===== src/rtl/mp_cfg_pkg.sv =====
package mp_cfg_pkg;

  // ~~~~~~~~~~~~~~~~~~~~
  // Port counts
  // ~~~~~~~~~~~~~~~~~~~~
  localparam int num_rd = 2;
  localparam int num_wr = 4;

  // ~~~~~~~~~~~~~~~~~~~~
  // Word and address geometry
  // ~~~~~~~~~~~~~~~~~~~~
  localparam int data_w = 32;
  localparam int adr_w  = 8;

  // Upper address bits pick the bank, the rest pick the row
  localparam int bank_w   = 3;
  localparam int num_bank = 1 << bank_w;

  localparam int row_w   = adr_w - bank_w;
  localparam int num_row = 1 << row_w;

endpackage


===== src/rtl/mp_init_seq.sv =====
`timescale 1ns/1ps

module mp_init_seq
  import mp_cfg_pkg::*;
(
  input  logic             clk,
  input  logic             reset,
  output logic             clearing,
  output logic [row_w-1:0] clear_row,
  output logic             ready
);

  // Sweep is armed during reset so row 0 goes on the first free edge
  always_ff @(posedge clk) begin
    if (reset) begin
      clearing  <= 1'b1;
      clear_row <= '0;
      ready     <= 1'b0;
    end else if (clearing) begin
      clear_row <= clear_row + 1'b1;
      if (clear_row == row_w'(num_row - 1)) begin
        clearing <= 1'b0;
        ready    <= 1'b1;
      end
    end
  end

endmodule


===== config.mk =====
export PLATFORM = sky130hd
export DESIGN_NAME = mp_init_seq
export DESIGN_NICKNAME = d
export VERILOG_FILES = /design/src/rtl/mp_cfg_pkg.sv /design/src/rtl/mp_init_seq.sv
export SDC_FILE = /design/constraint.sdc
export NUM_CORES = 1
export LEC_CHECK = 0
export BUFFER_PORTS_ARGS = -buffer_cell sky130_fd_sc_hd__buf_2
export CAP_MARGIN = 10
export CORE_AREA = 4 4 41 43
export DETAILED_ROUTE_END_ITERATION = 7
export DIE_AREA = 0 0 45 47
export PLACE_DENSITY = 0.45
export SLEW_MARGIN = 20
export SYNTH_ARGS = -nofsm -noshare
export SYNTH_HDL_FRONTEND = slang
export SYNTH_SLANG_ARGS = --single-unit

===== constraint.sdc =====
create_clock -name clk -period 1.8 [get_ports clk]
set_input_delay 0.18 -clock clk [delete_from_list [all_inputs] [get_ports clk]]
set_output_delay 0.18 -clock clk [all_outputs]
set_load 0.02 [all_outputs]

==> flow_summary.toml <==
[yosys]
ys_types = 16
synth_top_family_by_area = "simple AND/OR/NAND/NOR gates"
syn_area_per_cell_um2 = 10.9
synth-compound-area-share_pct = 8.70
syn_inst = 29
netlist_area_um2 = 317
synth_fa_ha_area_share_pct = 7.91
yosys.area_share.simple_pct = 19.0
yosysSeqAreaShare_pct = 44.3
syn_nets = 33
synth-xor-area-share_pct = 2.77
yosys_warnings = 0
synth_mux_area_share_pct = 11.1
synth_seq_cells = 7

[setup_path]
cp_num_buf_inv = 0
slowest_delay_ns = 0.37
required_ns = 1.94
rr_startpoint = "clear_row[0]$_SDFFE_PP0P_"
cp.arrival_ns = 1.50
crit_top_cell = "ha_1"
cp-start-kind = "register"
crit_path_end_kind = "register"
path_delay_family = "adder cells"
crit_path_top_delay_cell = "dfxtp_1"
cp-startpoint = "clear_row[0]$_SDFFE_PP0P_"
crit_path_max_fanout = 4
crit_chain = "ha_1 > and3_1 > ha_1 > mux2i_1 > nor2_1"
critical_path_class = "reg2reg"

[clock_network]
path_clk_slew_ns = 0.05
insertion_delay_ns = 0.25
root_buffer = "clkbuf_4"
cts_tree = "built"
cts_resized = 0
htree_levels = 1
cts_buffers = 3
cts_max_path_buffers = 2
ctsHoldBuffers = 0
cts.sink_count = 7
cts_setup_buffers = 0

[floorplan]
die_w_um = 45
io_pins = 9
core_area_mm2 = 0.00130
initial_core_util_pct = 24.3
row_count = 13
die-area_mm2 = 0.00212
die_h_um = 47

[global_route]
grt_overflow = 0
grt_pass1_vias = 224
met1_usage_pct = 7.80
use_met3_pct = 3.83
antenna_found_initial = 0
grt_most_used_layer = "met1"
grt_max_degree = 10
grt_pass1_wl_um = 931
grtUsageMet2_pct = 7.34
track_usage_pct = 6.50

[sta]
fin_crit_sh_pct = 75.3
fin_crit_ns = 1.35
slew_headroom_pct = 70.8
worst_pin_slew_ns = 0.438
rsz0062_at_grt = "no"
fmax_ghz = 0.738
finClkSkew_ns = 0.000219
tns_ns = 0
finalHoldViolations = 0
slew_viol_final = 0
finalSetupViolations = 0

[detailed_routing]
firstDrtPassIters = 4
drc = 0
vias = 231
postRouteWirelength_um = 569
via_per_inst = 4.28
routedWlPerCell_um = 10.5
antenna_left = 0
drt_iter0_drc = 3

[placement]
gp_congestion = 0.660
hpwl_um = 412
io_buffers = 8

[power]
p_sw_uw = 85.2
p_clk_share_pct = 41.8
p_total_uw = 343
power_frac_comb_pct = 8.5
vdd_drop_max_mv = 0.296
p_int_uw = 258
p_sw_share_pct = 24.8
p_leak_nw = 0.191
powerDensity_mw_per_mm2 = 891
sequentialPowerShare_pct = 49.7

[run]
max-cap-violations = 0

[cells_and_area]
finalNetCount = 44
register_area_um2 = 140
drive_above_1_share_pct = 33.3
antenna_cells = 0
n_fill_cell = 145
multi_input_area_um2 = 156
area_growth_syn_to_layout_pct = 21.7

[outcome]
outcome = "completed"

[hold_path]
hp-start = "reset"
hp-class = "in2reg"
metrics by stage:
step           instance area [um^2]  cells  hold WS (ns)  setup slack (ns)  utilization (%)
2_1_floorplan                   317     29         0.416             0.410                -
3_3_place_gp                    359     50         0.445             0.474             27.6
3_5_place_dp                    359     50         0.454             0.449             27.6
4_1_cts                         385     54         0.193             0.438             29.6
5_1_grt                         385     54         0.214             0.359             29.6
6_report                        385     54         0.198             0.445             29.6
placed cells by master (no fill, tap or decap), types with 2 or more instances in the layout:
master and n:
a21oi_1 2, buf_2 8, clkbuf_4 3, dfxtp_1 7
ha_1 2, mux2i_1 2, nor2_1 5
worst paths after layout:
check	slack, ns	cells past startpoint	endpoint
worst max-delay path	0.45	5	clear_row[4]$_SDFFE_PP0P_
worst min-delay path	0.20	2	clear_row[0]$_SDFFE_PP0P_
worst max register to register	0.45	5	clear_row[4]$_SDFFE_PP0P_
worst min register to register	0.46	2	ready$_SDFFE_PP0P_
sequential cells by signal (all words and copies together) (netlist names):
register,cells
clearing,1
clear_row,5
ready,1
area by class of cell:
type                       instances  area share [%]
clock buffer                       4            6.82
tap                               15            4.87
inverter                           1           0.974
multi-input combinational         19            40.6
sequential                         7            36.4
timing repair buffer               8            10.4
layer usage:
metal | part of all wire (%) | vias to the layer above
met2 | 40 | 7
met1 | 48 | 102
li1 | - | 120
met3 | 11 | 2
met5 | 0 | -
met4 | 0.35 | 0
worst register-to-register path: stages, from the launching register on:
cell and delay [ns]:
dfxtp_1 0.37, ha_1 0.25, and3_1 0.19, ha_1 0.26, mux2i_1 0.13, nor2_1 0.05
logic make-up after synthesis:
kind of cell | count (synthesis)
AOI/OAI and AO/OA | 4
muxes | 3
DFF | 7
buffers and inverters | 3
adders and majority gates | 2
xor gates and xnor gates | 1
and+or+nand+nor | 9
cell usage after synthesis:
| library cell | number | area [um^2] |
|---|---|---|
| buf_2 | 1 | 5.00 |
| mux2i_1 | 2 | 20.0 |
| a21oi_1 | 2 | 10.0 |
| inv_1 | 1 | 3.75 |
| nor2b_1 | 1 | 6.26 |
| ha_1 | 2 | 25.0 |
| mux2_4 | 1 | 15.0 |
| nand4_4 | 1 | 21.3 |
| buf_6 | 1 | 11.3 |
| dfxtp_1 | 7 | 140 |
| and3_1 | 1 | 6.26 |
| xnor2_1 | 1 | 8.76 |
| a21o_1 | 1 | 7.51 |
| nand3b_1 | 1 | 7.51 |
| a21bo_1 | 1 | 10.0 |
| nor2_1 | 5 | 18.8 |
power groups by stage:
stage	Clock [mW]	Combinational, mW	Sequential [mW]
2_1_floorplan	0	0.0145	0.179
3_3_place_gp	0	0.0294	0.172
3_5_place_dp	0	0.0298	0.174
4_1_cts	0.148	0.0301	0.171
5_1_grt	0.151	0.0332	0.172
6_report	0.144	0.0293	0.171
(Power assumes the default switching activity.)
