## config.mk

```make
export PLATFORM = sky130hd
export DESIGN_NAME = read_return
export DESIGN_NICKNAME = d
export VERILOG_FILES = /design/src/rtl/mp_cfg_pkg.sv /design/src/rtl/mp_bus_pkg.sv /design/src/rtl/read_return.sv
export SDC_FILE = /design/constraint.sdc
export NUM_CORES = 1
export LEC_CHECK = 0
export BUFFER_PORTS_ARGS = -buffer_cell sky130_fd_sc_hd__buf_4
export CAP_MARGIN = 20
export CORE_AREA = 2 2 132 134
export DETAILED_ROUTE_END_ITERATION = 10
export DIE_AREA = 0 0 134 136
export GPL_ROUTABILITY_DRIVEN = 1
export GPL_TIMING_DRIVEN = 0
export HOLD_SLACK_MARGIN = 0.12
export PLACE_DENSITY = 0.62
export SYNTH_ARGS = -nofsm -noshare
export SYNTH_HDL_FRONTEND = slang
export SYNTH_SLANG_ARGS = --single-unit
```

## constraint.sdc

```tcl
create_clock -name clk -period 3.15 [get_ports clk]
set_input_delay 0.1575 -clock clk [delete_from_list [all_inputs] [get_ports clk]]
set_output_delay 0.1575 -clock clk [all_outputs]
set_load 0.03 [all_outputs]
```

## src/rtl/mp_cfg_pkg.sv

```systemverilog
package mp_cfg_pkg;

  // ~~~~~~~~~~~~~~~~~~~~
  // Port counts
  // ~~~~~~~~~~~~~~~~~~~~
  localparam int num_rd = 2;
  localparam int num_wr = 4;

  // ~~~~~~~~~~~~~~~~~~~~
  // Word and address geometry
  // ~~~~~~~~~~~~~~~~~~~~
  localparam int data_w = 32;
  localparam int adr_w  = 8;

  // Upper address bits pick the bank, the rest pick the row
  localparam int bank_w   = 3;
  localparam int num_bank = 1 << bank_w;

  localparam int row_w   = adr_w - bank_w;
  localparam int num_row = 1 << row_w;

endpackage

```

## src/rtl/mp_bus_pkg.sv

```systemverilog
package mp_bus_pkg;

  import mp_cfg_pkg::*;

  // ~~~~~~~~~~~~~~~~~~~~
  // Port requests
  // ~~~~~~~~~~~~~~~~~~~~

  // One write port, strobe plus address and data
  typedef struct packed {
    logic              valid;
    logic [adr_w-1:0]  adr;
    logic [data_w-1:0] data;
  } wr_req_t;

  // One read port, strobe plus address
  typedef struct packed {
    logic             valid;
    logic [adr_w-1:0] adr;
  } rd_req_t;

  // ~~~~~~~~~~~~~~~~~~~~
  // Port responses
  // ~~~~~~~~~~~~~~~~~~~~

  // Read result, valid one cycle after the strobe
  typedef struct packed {
    logic              valid;
    logic [data_w-1:0] data;
  } rd_rsp_t;

endpackage

```

## src/rtl/read_return.sv

```systemverilog
`timescale 1ns/1ps

module read_return
  import mp_cfg_pkg::*, mp_bus_pkg::*;
(
  input  logic              clk,
  input  logic              reset,
  input  logic              ready,
  input  rd_req_t           rd_req    [num_rd],
  input  logic [data_w-1:0] bank_data [num_bank],
  output rd_rsp_t           rd_rsp    [num_rd]
);

  logic              acc_q  [num_rd];
  logic [bank_w-1:0] bank_q [num_rd];

  // ~~~~~~~~~~~~~~~~~~~~
  // Request tracking
  // ~~~~~~~~~~~~~~~~~~~~
  always_ff @(posedge clk) begin
    if (reset) begin
      for (int p = 0; p < num_rd; p++) begin
        acc_q[p] <= 1'b0;
      end
    end else begin
      for (int p = 0; p < num_rd; p++) begin
        acc_q[p] <= rd_req[p].valid && ready;
      end
    end
  end

  // Bank index only matters when acc_q is set
  always_ff @(posedge clk) begin
    for (int p = 0; p < num_rd; p++) begin
      bank_q[p] <= rd_req[p].adr[adr_w-1 -: bank_w];
    end
  end

  // ~~~~~~~~~~~~~~~~~~~~
  // Response mux
  // ~~~~~~~~~~~~~~~~~~~~
  always_comb begin
    for (int p = 0; p < num_rd; p++) begin
      rd_rsp[p].valid = acc_q[p];
      rd_rsp[p].data  = bank_data[bank_q[p]];
    end
  end

endmodule

```

==> results of run 1 <==
-- cells in the final DEF (no fill, tap or decap) --
cell / synthesis / layout
dfxtp_1: 8 / 8
buf_4: 0 / 332
buf_6: 14 / 14
buf_1: 8 / 8
mux4_1: 80 / 80
clkbuf_16: 0 / 3
dlygate4sd3_1: 0 / 6
and3b_1: 2 / 2
mux2_2: 64 / 64
clkbuf_1: 2 / 2
buf_2: 12 / 12
mux4_2: 48 / 48
-- per-stage QoR --
step           power, mW  hold slack, ps  utilization [%]
2_1_floorplan      0.813             185                -
3_3_place_gp        1.34             262             42.1
3_5_place_dp        1.37             263             42.1
4_1_cts             1.59             165             42.9
5_1_grt             1.65             184             42.9
6_report            1.58             160             42.9
-- cell usage after synthesis --
master | number | area, µm²
mux4_2 | 48 | 1080
buf_2 | 12 | 60.1
clkbuf_1 | 2 | 7.51
dfxtp_1 | 8 | 160
and3b_1 | 2 | 17.5
buf_6 | 14 | 158
mux2_2 | 64 | 721
mux4_1 | 80 | 2100
buf_1 | 8 | 30.0
-- area by class of cell --
type | instances | area share, %
Clock buffer | 3 | 1.04
Buffer | 36 | 3.52
Timing Repair Buffer | 338 | 35.2
Multi-Input combinational cell | 194 | 54.1
Tap cell | 225 | 3.89
Sequential cell | 8 | 2.21
-- registers in the layout (all words and copies together) (netlist names) --
name,flops
acc_q,2
bank_q,6
-- worst paths after layout --
| check | start | end | slack (ps) |
|---|---|---|---|
| worst max-delay path | bank_q[0][2]$_DFF_P_ | rd_rsp[44] | 750 |
| worst min-delay path | rd_req[17] | acc_q[0][0]$_SDFF_PP0_ | 160 |
-- kinds of logic (layout without fill, tap and decap cells) --
logic type	after synthesis	after routing	synth area share, %
flip-flops	8	8	3.69
buffers and inverters	36	377	5.89
AND/OR/NAND/NOR	2	2	0.404
multiplexers	192	192	90.0
-- power by group through the flow --
stage                     Combinational [mW]  Clock (mW)  Sequential [mW]
final                                   1.26       0.213            0.108
after detailed placement                1.26           0            0.110
after global routing                    1.33       0.219            0.109
after CTS                               1.27       0.212            0.108
after floorplan                        0.702           0            0.112
after global placement                  1.23           0            0.110
-- repair_timing --
item                                    in CTS  in global routing
gates resized for setup                      0                  0
endpoints found under the setup margin       0                  0
hold buffers                                 6                  0
hold endpoints to repair                     6                  0
-- layer usage --
metal	vias to the layer above	routed length [µm]
li1	1903	-
met1	2277	7450
met2	257	10600
met3	33	1280
met4	0	388
met5	-	0
==> results.cfg, run 1 <==
[status]
status = finished clean

[critical_path]
critPathCaptureType = primary output
crit_family = buffers and inverters
path_cells = clkbuf_1 -> buf_2 -> mux4_2 -> mux2_2 -> buf_4
slowest_delay_ps = 440
criticalPathCategory = flip-flop to primary output
crit_required_ps = 2990
path_max_fanout = 10
crit_arrival_ps = 2240
crit_buf_inv = 3
cp_num_cells = 5
start_kind = flip-flop
crit_slowest_cell = clkbuf_1

[finish]
fin_cells = 804
final_cell_area_um2 = 7250
nets = 858
fillers = 1581
area_growth_pct = 67.1
diodes = 0
multi_input_area_um2 = 3920
drive_gt1_share_pct = 81.7
register_area_um2 = 160

[sta]
worstMarginPinSlew_ps = 783
rsz0062_at_grt = false
setup_tns_ps = 0
fmax_mhz = 417
layout_min_cycle_time_ps = 2400
relSlewSlack_pct = 47.8
setup_slack_ps = 752
setup_violations = 0
drv_slew = 0
hold_viol_final = 0
period_share_pct = 76.1

[global_route]
grt_pass1_wl_um = 28300
met3_usage_pct = 3.24
first_global_vias = 4778
overflow = 0
globalRouteMet1Util_pct = 24.3
grt-busiest-layer = met2
grt_usage_pct = 20.4
grt_max_degree = 11
use_met2_pct = 38.6
antenna_found_initial = 0

[yosys]
ys_seq_area_share_pct = 3.69
synthesis.area_um2 = 4340
avgSynthCellArea_um2 = 18.2
yosysUniqueCellTypes = 9
ys_ff_latch = 8
synth_fp_nets = 515
syn_inst = 238
yosys_warnings = 0

[hold_path]
holdPathStages = 2
hold_class = input pin to flip-flop

[place]
dpl-instance-area_um2 = 7110
dpl.cell_count = 795
gp_congestion = 0.857
pre_cts_ws_ps = 940
dp_hpwl_um = 15800
numPortBuffers = 332

[drt]
ant_nets = 0
drtPass1Iterations = 4
drt-initial-drc-count = 153
vias = 4470
drcViolationCount = 0
detail_route.wl_per_cell_um = 24.5
via_per_inst = 5.56
wirelength_um = 19700

[power_and_ir_drop]
p_leak_nw = 3.28
pwr-share-seq_pct = 6.9
intPower_uw = 970
ir_drop_mv = 0.240
combPwrFrac_pct = 79.6
p_sw_share_pct = 38.6
power.density_nw_per_um2 = 218
p_sw_uw = 611
clkPwrFrac_pct = 13.5

[clock_tree]
cts_setup_buffers = 0
cts_tree = yes
cts.htree.levels = 1
clkSinkCount = 8
clock_path_buffers = 2
root_buffer = clkbuf_16
numCtsBuffers = 3
clk_pin_slew_ps = 40

[floorplan]
die_area_um2 = 18200
row_count = 48
fp.dieH_um = 136
die_x_um = 134
boundaryPins = 343
initial_utilization_pct = 25.7
core_area_um2 = 16900

[flow_run]
drv_cap = 0
Note: power is estimated with default switching activity, not from simulation.
==> inputs of run 2 (changes only) <==
--- a/config.mk
+++ b/config.mk
@@ -7,13 +7,13 @@
 export LEC_CHECK = 0
 export BUFFER_PORTS_ARGS = -buffer_cell sky130_fd_sc_hd__buf_4
 export CAP_MARGIN = 20
-export CORE_AREA = 2 2 132 134
+export CORE_AREA = 2 2 133 135
 export DETAILED_ROUTE_END_ITERATION = 10
-export DIE_AREA = 0 0 134 136
+export DIE_AREA = 0 0 135 137
 export GPL_ROUTABILITY_DRIVEN = 1
 export GPL_TIMING_DRIVEN = 0
 export HOLD_SLACK_MARGIN = 0.12
-export PLACE_DENSITY = 0.62
+export PLACE_DENSITY = 0.63
 export SYNTH_ARGS = -nofsm -noshare
 export SYNTH_HDL_FRONTEND = slang
 export SYNTH_SLANG_ARGS = --single-unit
==> constraint.sdc (replaced) <==
create_clock -name clk -period 1.9 [get_ports clk]
set_input_delay 0.095 -clock clk [delete_from_list [all_inputs] [get_ports clk]]
set_output_delay 0.095 -clock clk [all_outputs]
set_load 0.03 [all_outputs]
==> results.cfg, run 2 (same netlist as run 1, synthesis figures left out) <==
[finish]
reg.largest.list = bank_q: 6 flops, acc_q: 2 flops
layout_common_cells = 281 x buf_4, 128 x mux4_2, 65 x buf_6
final_util_pct = 46.9
largest-register = bank_q
final_common_cell = buf_4
fillers = 1600
nets = 875
diodes = 0
largest_reg_flops = 6
area_growth_pct = 84.4
drive_gt1_share_pct = 97.5

[power_and_ir_drop]
p_sw_share_pct = 36.5
p_sw_mw = 1.12
power_mw = 3.07
pwr-share-seq_pct = 6.3
combPwrFrac_pct = 82.4
ir_drop_mv = 0.521
power.density_nw_per_um2 = 384
intPower_mw = 1.95
p_leak_nw = 3.54
clkPwrFrac_pct = 11.3

[status]
status = complete, but fails checks
violations = setup timing

[critical_path]
start_kind = flip-flop
criticalPathCategory = flip-flop to primary output
path_max_fanout = 6
crit_required_ps = 1800
crit_start = bank_q[0][3]$_DFF_P_
crit_slowest_cell = mux4_2
critPathCaptureType = primary output
crit_family = multiplexers
path_cells = clkbuf_16 -> clkbuf_16 -> mux4_2 -> mux2_2 -> buf_6
crit_buf_inv = 3
crit_arrival_ps = 1870
crit_path_frequent_cell = clkbuf_16
slowest_delay_ps = 490

[floorplan]
row_count = 48
initial_utilization_pct = 25.4
die_area_um2 = 18500
core_area_um2 = 17100
boundaryPins = 343
die_x_um = 135
fp.dieH_um = 137

[flow_run]
drv_cap = 0

[sta]
drv_slew = 0
rsz0062_at_grt = true
layout_min_cycle_time_ps = 1960
setup_slack_ps = -61.3
worstMarginPinSlew_ps = 420
hold_viol_final = 0
fmax_mhz = 510
period_share_pct = 103
relSlewSlack_pct = 72.0
setup_violations = 64

[drt]
ant_nets = 0
wirelength_um = 20800
drt-initial-drc-count = 180
detail_route.wl_per_cell_um = 25.3
drtPass1Iterations = 4
via_per_inst = 5.36
drcViolationCount = 0
vias = 4397

[hold_path]
hold_class = input pin to flip-flop
min_from = rd_req[8]

[global_route]
overflow = 0
grt_usage_pct = 20.2
grt_max_degree = 11
first_global_vias = 5080
antenna_found_initial = 0
grt_pass1_wl_um = 28600

[clock_tree]
numCtsBuffers = 3
clk_pin_slew_ps = 40
root_buffer = clkbuf_16
cts.htree.levels = 1
cts_tree = yes
clock_path_buffers = 2
clkSinkCount = 8

[place]
gp_congestion = 0.842
dp_hpwl_um = 15800
pre_cts_ws_ps = -313
numPortBuffers = 332
run 2: timing repair:
| item | CTS | global route |
|---|---|---|
| gates cloned | 1 | 14 |
| resized for setup | 189 | 69 |
| hold buffers | 7 | 0 |
| hold endpoints to repair | 7 | 0 |
| endpoints found under the setup margin | 64 | 64 |
| pin swaps | 0 | 0 |
| setup buffers | 3 | 0 |
run 2: layout make-up:
| class | count | area (µm²) | area share (%) |
|---|---|---|---|
| sequential | 8 | 170 | 2.13 |
| buffer | 34 | 438 | 5.48 |
| tap | 225 | 282 | 3.52 |
| multi-input combinational | 194 | 3820 | 47.7 |
| clock buffer | 3 | 75.1 | 0.939 |
| timing repair buffer | 357 | 3210 | 40.2 |
run 2: routing by layer:
layer  wire length (µm)  vias to the layer above  share of wire [%]  track usage (%)
li1                   -                     1859                  -                -
met1               7770                     2259                 37             23.9
met2              11300                      263                 54             38.4
met3               1510                       16                7.2             3.11
met4                209                        0                1.0             4.75
met5                  0                        -                  0                0
run 2: stage by stage:
stage / cell area (µm²) / cells / TNS [ps] / hold slack [ps]
2_1_floorplan: 4340 / 238 / 0 / 123
3_3_place_gp: 7110 / 795 / -10690 / 201
3_5_place_dp: 7110 / 795 / -13360 / 201
4_1_cts: 7560 / 807 / -2390 / 122
5_1_grt: 8000 / 821 / -5250 / 139
6_report: 8000 / 821 / -2470 / 120
run 2: worst paths after layout:
kind | endpoint | slack (ps) | depth (start not counted)
max | rd_rsp[3] | -60 | 5
min | acc_q[0][1]$_SDFF_PP0_ | 120 | 2
run 2: power by group through the flow:
| stage | Clock (mW) | Sequential [mW] | Combinational, mW |
|---|---|---|---|
| after floorplan | 0 | 0.185 | 1.16 |
| after global placement | 0 | 0.182 | 2.04 |
| after detailed placement | 0 | 0.182 | 2.08 |
| after CTS | 0.350 | 0.192 | 2.35 |
| after global routing | 0.361 | 0.195 | 2.65 |
| final | 0.348 | 0.193 | 2.53 |
